--- config.mk ---
export PLATFORM = sky130hd
export DESIGN_NAME = tempSensorReader
export DESIGN_NICKNAME = d
export VERILOG_FILES = /design/src/rtl/i2cPkg.sv /design/src/rtl/i2cBitIf.sv /design/src/rtl/bitTimer.sv /design/src/rtl/byteShifter.sv /design/src/rtl/i2cSequencer.sv /design/src/rtl/tempSensorReader.sv
export SDC_FILE = /design/constraint.sdc
export NUM_CORES = 1
export LEC_CHECK = 0
export ABC_AREA = 1
export BUFFER_PORTS_ARGS = -buffer_cell sky130_fd_sc_hd__buf_2
export CAP_MARGIN = 20
export CORE_ASPECT_RATIO = 0.7
export CORE_MARGIN = 2
export CORE_UTILIZATION = 24
export CTS_CLUSTER_DIAMETER = 200
export DETAILED_ROUTE_END_ITERATION = 10
export HOLD_SLACK_MARGIN = 0.1
export PLACE_DENSITY = 0.42
export SYNTH_ARGS = -nofsm -noshare
export SYNTH_HDL_FRONTEND = slang
export SYNTH_HIERARCHICAL = 1
export SYNTH_SLANG_ARGS = --single-unit
--- constraint.sdc ---
create_clock -name FSM_Clk -period 6.3 [get_ports FSM_Clk]
set_clock_uncertainty 0.15 [all_clocks]
set_input_delay 0.315 -clock FSM_Clk [delete_from_list [all_inputs] [get_ports FSM_Clk]]
set_output_delay 0.315 -clock FSM_Clk [all_outputs]
set_load 0.05 [all_outputs]
--- src/rtl/i2cPkg.sv ---
package i2cPkg;

    // Bit framing
    localparam int PhasesPerBit = 4;
    localparam int BitsPerByteSlot = 9;
    localparam int BitIdxW = $clog2(BitsPerByteSlot);

    // Data widths
    localparam int ByteW = 8;
    localparam int AddrW = 7;
    localparam int ResultW = 16;

    // Sensor address with A0 and A1 tied low
    localparam logic [AddrW-1:0] DefaultDevAddr = 7'h48;

    // Phase inside one bit time
    typedef logic [1:0] phaseT;

    localparam phaseT PhaseSetup = 2'd0;   // SCL low, SDA may change
    localparam phaseT PhaseRise = 2'd1;    // SCL high
    localparam phaseT PhaseSample = 2'd2;  // SCL high, SDA sampled
    localparam phaseT PhaseFall = 2'd3;    // SCL low again

    // Bit-level opcodes from the sequencer
    typedef enum logic [2:0] {
        stepStart,
        stepRestart,
        stepWrite,
        stepRead,
        stepStop
    } stepE;

    // Transaction states, in bus order
    typedef enum logic [3:0] {
        sIdle,
        sStart,
        sAddrW,
        sPtr,
        sRestart,
        sAddrR,
        sReadMsb,
        sReadLsb,
        sStop,
        sDone
    } seqStateE;

endpackage

--- src/rtl/i2cBitIf.sv ---
interface i2cBitIf import i2cPkg::*; ();

    // Step command from the sequencer
    stepE step;
    logic stepGo;
    logic [ByteW-1:0] txByte;
    logic masterNack;

    // Bit timing from the timer
    phaseT phase;
    logic [BitIdxW-1:0] bitIdx;
    logic stepDone;

    // Received data, valid with stepDone
    logic [ByteW-1:0] rxByte;
    logic slaveNack;

    modport seq (
        output step, stepGo, txByte, masterNack,
        input stepDone, rxByte, slaveNack
    );

    modport timer (
        input step, stepGo,
        output phase, bitIdx, stepDone
    );

    modport shifter (
        input step, stepGo, txByte, masterNack, phase, bitIdx, stepDone,
        output rxByte, slaveNack
    );

endinterface

--- src/rtl/bitTimer.sv ---
module bitTimer import i2cPkg::*; #(
    parameter logic [15:0] ClkPerPhase = 16'd1
) (
    input  logic    FSM_Clk,
    input  logic    rstN,
    output logic    scl,
    i2cBitIf.timer  bus
);

    logic busy;
    stepE stepQ;
    stepE curStep;
    logic [15:0] cycCnt;
    phaseT phaseQ;
    logic [BitIdxW-1:0] bitQ;
    logic active;
    logic lastCyc;
    logic lastPhase;
    logic lastBit;

    // The cycle carrying stepGo already counts as the first cycle of the step
    assign active = busy | bus.stepGo;
    assign curStep = busy ? stepQ : bus.step;

    assign lastCyc = (cycCnt == ClkPerPhase - 16'd1);
    assign lastPhase = (phaseQ == phaseT'(PhasesPerBit - 1));

    // Byte slots run nine bits, conditions one
    assign lastBit = (curStep == stepWrite || curStep == stepRead)
        ? (bitQ == BitIdxW'(BitsPerByteSlot - 1))
        : (bitQ == '0);

    assign bus.stepDone = active && lastCyc && lastPhase && lastBit;
    assign bus.phase = phaseQ;
    assign bus.bitIdx = bitQ;

    always_comb begin
        if (!active) begin
            scl = 1'b1;
        end else if (curStep == stepStop) begin
            // Stop leaves SCL high from phase one onward
            scl = (phaseQ != PhaseSetup);
        end else begin
            scl = (phaseQ == PhaseRise) || (phaseQ == PhaseSample);
        end
    end

    always_ff @(posedge FSM_Clk or negedge rstN) begin
        if (!rstN) begin
            busy <= 1'b0;
            stepQ <= stepStart;
            cycCnt <= '0;
            phaseQ <= PhaseSetup;
            bitQ <= '0;
        end else if (active) begin
            if (bus.stepGo) begin
                stepQ <= bus.step;
            end
            if (bus.stepDone) begin
                busy <= 1'b0;
                cycCnt <= '0;
                phaseQ <= PhaseSetup;
                bitQ <= '0;
            end else begin
                busy <= 1'b1;
                if (lastCyc) begin
                    cycCnt <= '0;
                    phaseQ <= phaseQ + 2'd1;
                    if (lastPhase) begin
                        bitQ <= bitQ + BitIdxW'(1);
                    end
                end else begin
                    cycCnt <= cycCnt + 16'd1;
                end
            end
        end
    end

endmodule

--- src/rtl/byteShifter.sv ---
module byteShifter import i2cPkg::*; (
    input  logic      FSM_Clk,
    input  logic      rstN,
    input  logic      sdaIn,
    output logic      sdaPullLow,
    i2cBitIf.shifter  bus
);

    localparam int BitSelW = $clog2(ByteW);

    logic busy;
    logic active;
    logic [ByteW-1:0] txQ;
    logic [ByteW-1:0] txSrc;
    logic [ByteW-1:0] rxQ;
    logic slaveNackQ;
    logic dataSlot;
    logic [BitSelW-1:0] bitSel;
    logic txBit;

    assign active = busy | bus.stepGo;

    // Bits 0..7 carry data, bit 8 is the acknowledge
    assign dataSlot = (bus.bitIdx < BitIdxW'(ByteW));
    assign bitSel = BitSelW'(ByteW - 1 - int'(bus.bitIdx));

    // txQ is loaded at the end of the stepGo cycle, so bit 7 comes straight from txByte
    assign txSrc = busy ? txQ : bus.txByte;
    assign txBit = txSrc[bitSel];

    always_comb begin
        sdaPullLow = 1'b0;
        if (active) begin
            case (bus.step)
                stepStart, stepRestart: begin
                    // SDA falls halfway through SCL high
                    sdaPullLow = (bus.phase == PhaseSample) || (bus.phase == PhaseFall);
                end
                stepStop: begin
                    sdaPullLow = (bus.phase == PhaseSetup) || (bus.phase == PhaseRise);
                end
                stepWrite: begin
                    // Line is released in the ack slot for the slave
                    sdaPullLow = dataSlot && !txBit;
                end
                stepRead: begin
                    sdaPullLow = !dataSlot && !bus.masterNack;
                end
                default: begin
                    sdaPullLow = 1'b0;
                end
            endcase
        end
    end

    always_ff @(posedge FSM_Clk or negedge rstN) begin
        if (!rstN) begin
            busy <= 1'b0;
        end else if (bus.stepGo) begin
            busy <= 1'b1;
        end else if (bus.stepDone) begin
            busy <= 1'b0;
        end
    end

    // Sample in phase 2 while SCL is high and SDA is settled
    always_ff @(posedge FSM_Clk) begin
        if (bus.stepGo) begin
            txQ <= bus.txByte;
        end
        if (busy && bus.phase == PhaseSample) begin
            if (bus.step == stepRead && dataSlot) begin
                rxQ[bitSel] <= sdaIn;
            end
            if (bus.step == stepWrite && !dataSlot) begin
                slaveNackQ <= sdaIn;
            end
        end
    end

    assign bus.rxByte = rxQ;
    assign bus.slaveNack = slaveNackQ;

endmodule

--- src/rtl/i2cSequencer.sv ---
module i2cSequencer import i2cPkg::*; #(
    parameter logic [AddrW-1:0] DevAddr = DefaultDevAddr
) (
    input  logic               FSM_Clk,
    input  logic               rstN,
    input  logic               req,
    input  logic [ByteW-1:0]   regPtr,
    output logic               ack,
    output logic [ResultW-1:0] readData,
    output logic               nackSeen,
    i2cBitIf.seq               bus
);

    seqStateE state;
    seqStateE nextState;

    // Result bytes and acknowledge status of the running read
    logic [ResultW-1:0] resultQ;
    logic nackAcc;

    // Step opcode, byte and successor for each state
    always_comb begin
        bus.step = stepWrite;
        bus.txByte = regPtr;
        bus.masterNack = 1'b0;
        nextState = sIdle;
        case (state)
            sStart: begin
                bus.step = stepStart;
                nextState = sAddrW;
            end
            sAddrW: begin
                bus.txByte = {DevAddr, 1'b0};
                nextState = sPtr;
            end
            sPtr: begin
                nextState = sRestart;
            end
            sRestart: begin
                bus.step = stepRestart;
                nextState = sAddrR;
            end
            sAddrR: begin
                bus.txByte = {DevAddr, 1'b1};
                nextState = sReadMsb;
            end
            sReadMsb: begin
                bus.step = stepRead;
                nextState = sReadLsb;
            end
            sReadLsb: begin
                // Last byte is answered with NACK
                bus.step = stepRead;
                bus.masterNack = 1'b1;
                nextState = sStop;
            end
            sStop: begin
                bus.step = stepStop;
                nextState = sDone;
            end
            default: begin
                nextState = sIdle;
            end
        endcase
    end

    always_ff @(posedge FSM_Clk or negedge rstN) begin
        if (!rstN) begin
            state <= sIdle;
            bus.stepGo <= 1'b0;
            ack <= 1'b0;
            readData <= '0;
            nackSeen <= 1'b0;
            nackAcc <= 1'b0;
        end else begin
            bus.stepGo <= 1'b0;
            case (state)
                sIdle: begin
                    if (req) begin
                        state <= sStart;
                        bus.stepGo <= 1'b1;
                        nackAcc <= 1'b0;
                    end
                end
                sStart, sAddrW, sPtr, sRestart, sAddrR, sReadMsb, sReadLsb, sStop: begin
                    if (bus.stepDone) begin
                        // A missing address ACK is only recorded, the read runs on
                        if (bus.step == stepWrite) begin
                            nackAcc <= nackAcc | bus.slaveNack;
                        end
                        state <= nextState;
                        bus.stepGo <= (nextState != sDone);
                    end
                end
                sDone: begin
                    if (!ack) begin
                        ack <= 1'b1;
                        readData <= resultQ;
                        nackSeen <= nackAcc;
                    end else if (!req) begin
                        ack <= 1'b0;
                        state <= sIdle;
                    end
                end
                default: begin
                    state <= sIdle;
                end
            endcase
        end
    end

    // Gather the two read bytes, MSB first
    always_ff @(posedge FSM_Clk) begin
        if (bus.stepDone && state == sReadMsb) begin
            resultQ[ResultW-1:ByteW] <= bus.rxByte;
        end
        if (bus.stepDone && state == sReadLsb) begin
            resultQ[ByteW-1:0] <= bus.rxByte;
        end
    end

endmodule

--- src/rtl/tempSensorReader.sv ---
module tempSensorReader import i2cPkg::*; #(
    parameter logic [AddrW-1:0] DevAddr = DefaultDevAddr,
    parameter logic [15:0] ClkPerPhase = 16'd1
) (
    input  logic               FSM_Clk,
    input  logic               rstN,

    // Host handshake
    input  logic               req,
    input  logic [ByteW-1:0]   regPtr,
    output logic               ack,
    output logic [ResultW-1:0] readData,
    output logic               nackSeen,

    // I2C pins with an open-drain SDA
    output logic               scl,
    output logic               sdaPullLow,
    input  logic               sdaIn
);

    i2cBitIf bitBus ();

    i2cSequencer #(
        .DevAddr (DevAddr)
    ) u_seq (
        .FSM_Clk  (FSM_Clk),
        .rstN     (rstN),
        .req      (req),
        .regPtr   (regPtr),
        .ack      (ack),
        .readData (readData),
        .nackSeen (nackSeen),
        .bus      (bitBus)
    );

    // SCL and bit timing
    bitTimer #(
        .ClkPerPhase (ClkPerPhase)
    ) u_timer (
        .FSM_Clk (FSM_Clk),
        .rstN    (rstN),
        .scl     (scl),
        .bus     (bitBus)
    );

    byteShifter u_shifter (
        .FSM_Clk    (FSM_Clk),
        .rstN       (rstN),
        .sdaIn      (sdaIn),
        .sdaPullLow (sdaPullLow),
        .bus        (bitBus)
    );

endmodule

==> flow_summary_export.csv <==
group,metric,value,unit
outcome,run_status,"completed",
job,drv_cap,0,
setup_path,worstPathArrival,3.38,ns
sta,fin_crit,3.54,ns
setup_path,r2r-start,"u_seq/state[2]$_DFFE_PN0P_",
finish,nFillCells,1855,
global_route,grt_max_degree,52,
finish,diodes,0,
clock_network,htreeDepth,3,
power,ir_worst_vdd,0.000186,V
finish,layout.cells.non_filler,749,
clock_network,clkTransAtPathRegs,0.07,ns
synthesis,yosysSeqAreaShare,53.3,%
hold_path,holdPathEnd,"u_shifter/bus.slaveNack$_DFFE_PP_",
sta,worst_slew_pin_slew,0.701,ns
finish,design_area,0.00500,mm^2
global_route,grt_first_pass_wirelength,15400,um
global_route,grt_antenna_before_repair,0,
global_route,gr-total-overflow,0,
routing,via_per_inst,4.19,
finish,utilization,29.0,%
setup_path,end_kind,"register",
clock_network,cts_resized,0,
synthesis,syn-cell-area,0.00426,mm^2
sta,slew_headroom,53.3,%
die,num_rows,40,
routing,num_vias,3139,
routing,drt_first_pass_iters,5,
clock_network,numClockSinks,84,
setup_path,worst_path_most_repeated_cell,"inv_1",
setup_path,cp_data_required_time,6.13,ns
hold_path,hold_depth,1,
routing,met1_length,4980,um
synthesis,ys.warnings.count,6,
global_route,first_global_vias,2994,
setup_path,critical_path_class,"reg2reg",
routing,wl_met3,377,um
setup_path,reg2reg_depth,12,
place,dp_cells,731,
finish,register_area,0.00227,mm^2
place,post-dp-hpwl,6690,um
sta,fmax,282,MHz
setup_path,slowest_stage,"nor2_1",
sta,rsz0062_at_grt,"false",
die,die_w,163,um
sta,finalHoldViolations,0,
place,placed_area,0.00467,mm^2
place,io_buffers,31,
hold_path,holdCritStartpoint,"sdaIn",
synthesis,async_flop_share,60.7,%
routing,drtAntennaViolNets,0,
die,chipHeight,115,um
routing,drtIter0Drc,184,
clock_network,cts_buffer_depth,2,
sta,setup_viol,0,
setup_path,ff2ff_setup_slack,2.76,ns
synthesis,synth_edf_count,33,
routing,drt_wl_total,9180,um
place,gp_congestion,0.773,
clock_network,cts_buffers,9,
routing,wl_per_cell,12.3,um
synthesis,synth_fp_nets,490,
finish,area_growth,17.5,%
die,core_area,0.0173,mm^2
finish,final_nets,531,
sta,drv_slew,0,
setup_path,cpPeakStageDelay,0.57,ns
synthesis,synth_area_per_cell,9.02,um^2
clock_network,ctsRootBufferMaster,"clkbuf_16",
setup_path,critPathLaunchType,"register",
die,dieArea,0.0188,mm^2
clock_network,cts_tree,"built",
synthesis,synth_ff_type,"dfrtp_1",
hold_path,min_path_type,"in2reg",
synthesis,ys_seq_elements,84,
setup_path,worstPathCellList,"inv_1 > nor2_1 > inv_1 > o21ai_0 > inv_1 > o21ai_0 > nand2_1 > nand2_1 > nand2_2 > nor3_2 > inv_1 > nor2_1",
synthesis,postSynthCellCount,472,
finish,multi_input_area,0.00169,mm^2
synthesis,ys_types,32,
sta,fin_crit_sh,56.3,%
clock_network,clk_latency,0.35,ns
finish,drive_gt1_share,17.6,%
power,leakagePower,2.48,nW
setup_path,crit_path_max_fanout,8,
routing,drc,0,
sta,fin_setup_tns,0,ns
die,start_util,24.6,%
routing,routed.top_layer,"met4",
routing,wl_met2,3700,um
setup_path,reg2reg_to,"u_seq/resultQ[4]$_DFFE_PP_",
global_route,grt_usage,10.7,%
power,power.density,464,mW/mm^2
die,ioPinCount,32,
## sequential cells by signal, indices dropped and copies added (netlist names)
register                 flops
u_seq/readData              16
u_seq/resultQ               16
u_timer/cycCnt              16
u_shifter/bus.rxByte         8
u_shifter/txQ                8
u_seq/state                  4
u_timer/bus.bitIdx           4
u_timer/stepQ                3
u_timer/bus.phase            2
u_seq/ack                    1
u_seq/bus.stepGo             1
u_seq/nackAcc                1
u_seq/nackSeen               1
u_shifter/bus.slaveNack      1
u_shifter/busy               1
u_timer/busy                 1
## repair_timing
action                                  4_1_cts  5_1_grt
endpoints found under the hold margin        51        1
endpoints found under the setup margin        0        0
hold buffers                                  1        1
setup buffers                                 0        0
## worst max-delay path: cells and delay by family, from the launching register on
kind	cells	cell delay, ns
buf+inv	4	0.47
compound gates	2	0.67
flops	1	0.47
simple gates	6	1.41
## worst max path at each step
stage	from	end	cells past startpoint
after floorplan	u_seq/state[2]$_DFFE_PN0P_	u_seq/resultQ[10]$_DFFE_PP_	12
after global placement	u_seq/state[2]$_DFFE_PN0P_	u_seq/resultQ[0]$_DFFE_PP_	12
after detailed placement	u_seq/state[2]$_DFFE_PN0P_	u_seq/resultQ[0]$_DFFE_PP_	12
after CTS	u_seq/state[2]$_DFFE_PN0P_	u_seq/resultQ[6]$_DFFE_PP_	12
after global routing	u_seq/state[2]$_DFFE_PN0P_	u_seq/resultQ[4]$_DFFE_PP_	12
final	u_seq/state[2]$_DFFE_PN0P_	u_seq/resultQ[4]$_DFFE_PP_	12
## cells in the mapped netlist, types with 2 or more instances
cell	count	area [um^2]
nor3_4	2	32.5
edfxtp_1	33	991
nor2_2	3	18.8
o21ai_0	21	105
nand2_2	4	25.0
nor2_1	66	248
nand4_1	11	68.8
o21bai_1	3	22.5
buf_6	3	33.8
inv_2	4	15.0
xor2_1	8	70.1
nand3_1	29	145
nor3_2	2	20.0
ha_1	6	75.1
or2_2	2	12.5
nand3_2	3	30.0
nand3b_1	2	15.0
nand2_4	3	33.8
a21oi_1	9	45.0
dfrtp_1	51	1280
mux2_2	7	78.8
nand2_1	110	413
mux2_4	10	150
nor3_1	8	40.0
inv_1	65	244
## through the flow
step | worst slack, ns | hold WS, ns | power, mW
3_5_place_dp | 2.76 | 0.303 | 1.79
5_1_grt | 2.37 | 0.102 | 2.51
2_1_floorplan | 3.01 | -0.131 | 1.56
6_report | 2.76 | 0.102 | 2.32
3_3_place_gp | 3.00 | 0.294 | 1.79
4_1_cts | 2.75 | 0.101 | 2.35
## logic make-up after synthesis
family	Yosys count	share of synthesized area, %
AND/OR/NAND/NOR	247	26.3
flip-flops	84	53.3
buffers and inverters	74	7.09
AO/OA/AOI/OAI	36	4.53
multiplexers	17	5.38
XOR/XNOR	8	1.65
adder cells (fa/ha/maj)	6	1.76
## metal layers
layer / GRT usage, % / up-vias
met5: 0 / -
met4: 4.07 / 0
met2: 14.7 / 63
met1: 15.7 / 1465
li1: - / 1602
met3: 3.03 / 9
## power by group
part / total [mW] / internal, mW / switching, mW
clock network: 0.550 / 0.303 / 0.247
registers: 0.817 / 0.692 / 0.124
logic: 0.956 / 0.286 / 0.670
## cells in the final DEF, fill, tap and decap left out, types with 3 or more instances in the layout
cell type	n
a21oi_1	9
buf_2	31
clkbuf_16	10
dfrtp_1	51
edfxtp_1	33
ha_1	6
inv_1	65
inv_2	4
inv_8	3
mux2_2	7
mux2_4	10
nand2_1	110
nand2_2	4
nand2_4	3
nand3_1	29
nand3_2	3
nand4_1	11
nor2_1	66
nor2_2	3
nor3_1	8
o21ai_0	21
o21bai_1	3
xor2_1	8
## final cells by class
class | instances | share of cell area, %
tap | 231 | 5.78
timing repair buffer | 35 | 3.80
sequential | 84 | 45.3
clock inverter | 6 | 1.18
clock buffer | 10 | 5.00
multi-input combinational | 314 | 33.7
inverter | 69 | 5.18
Power figures use the tool's default switching activity.
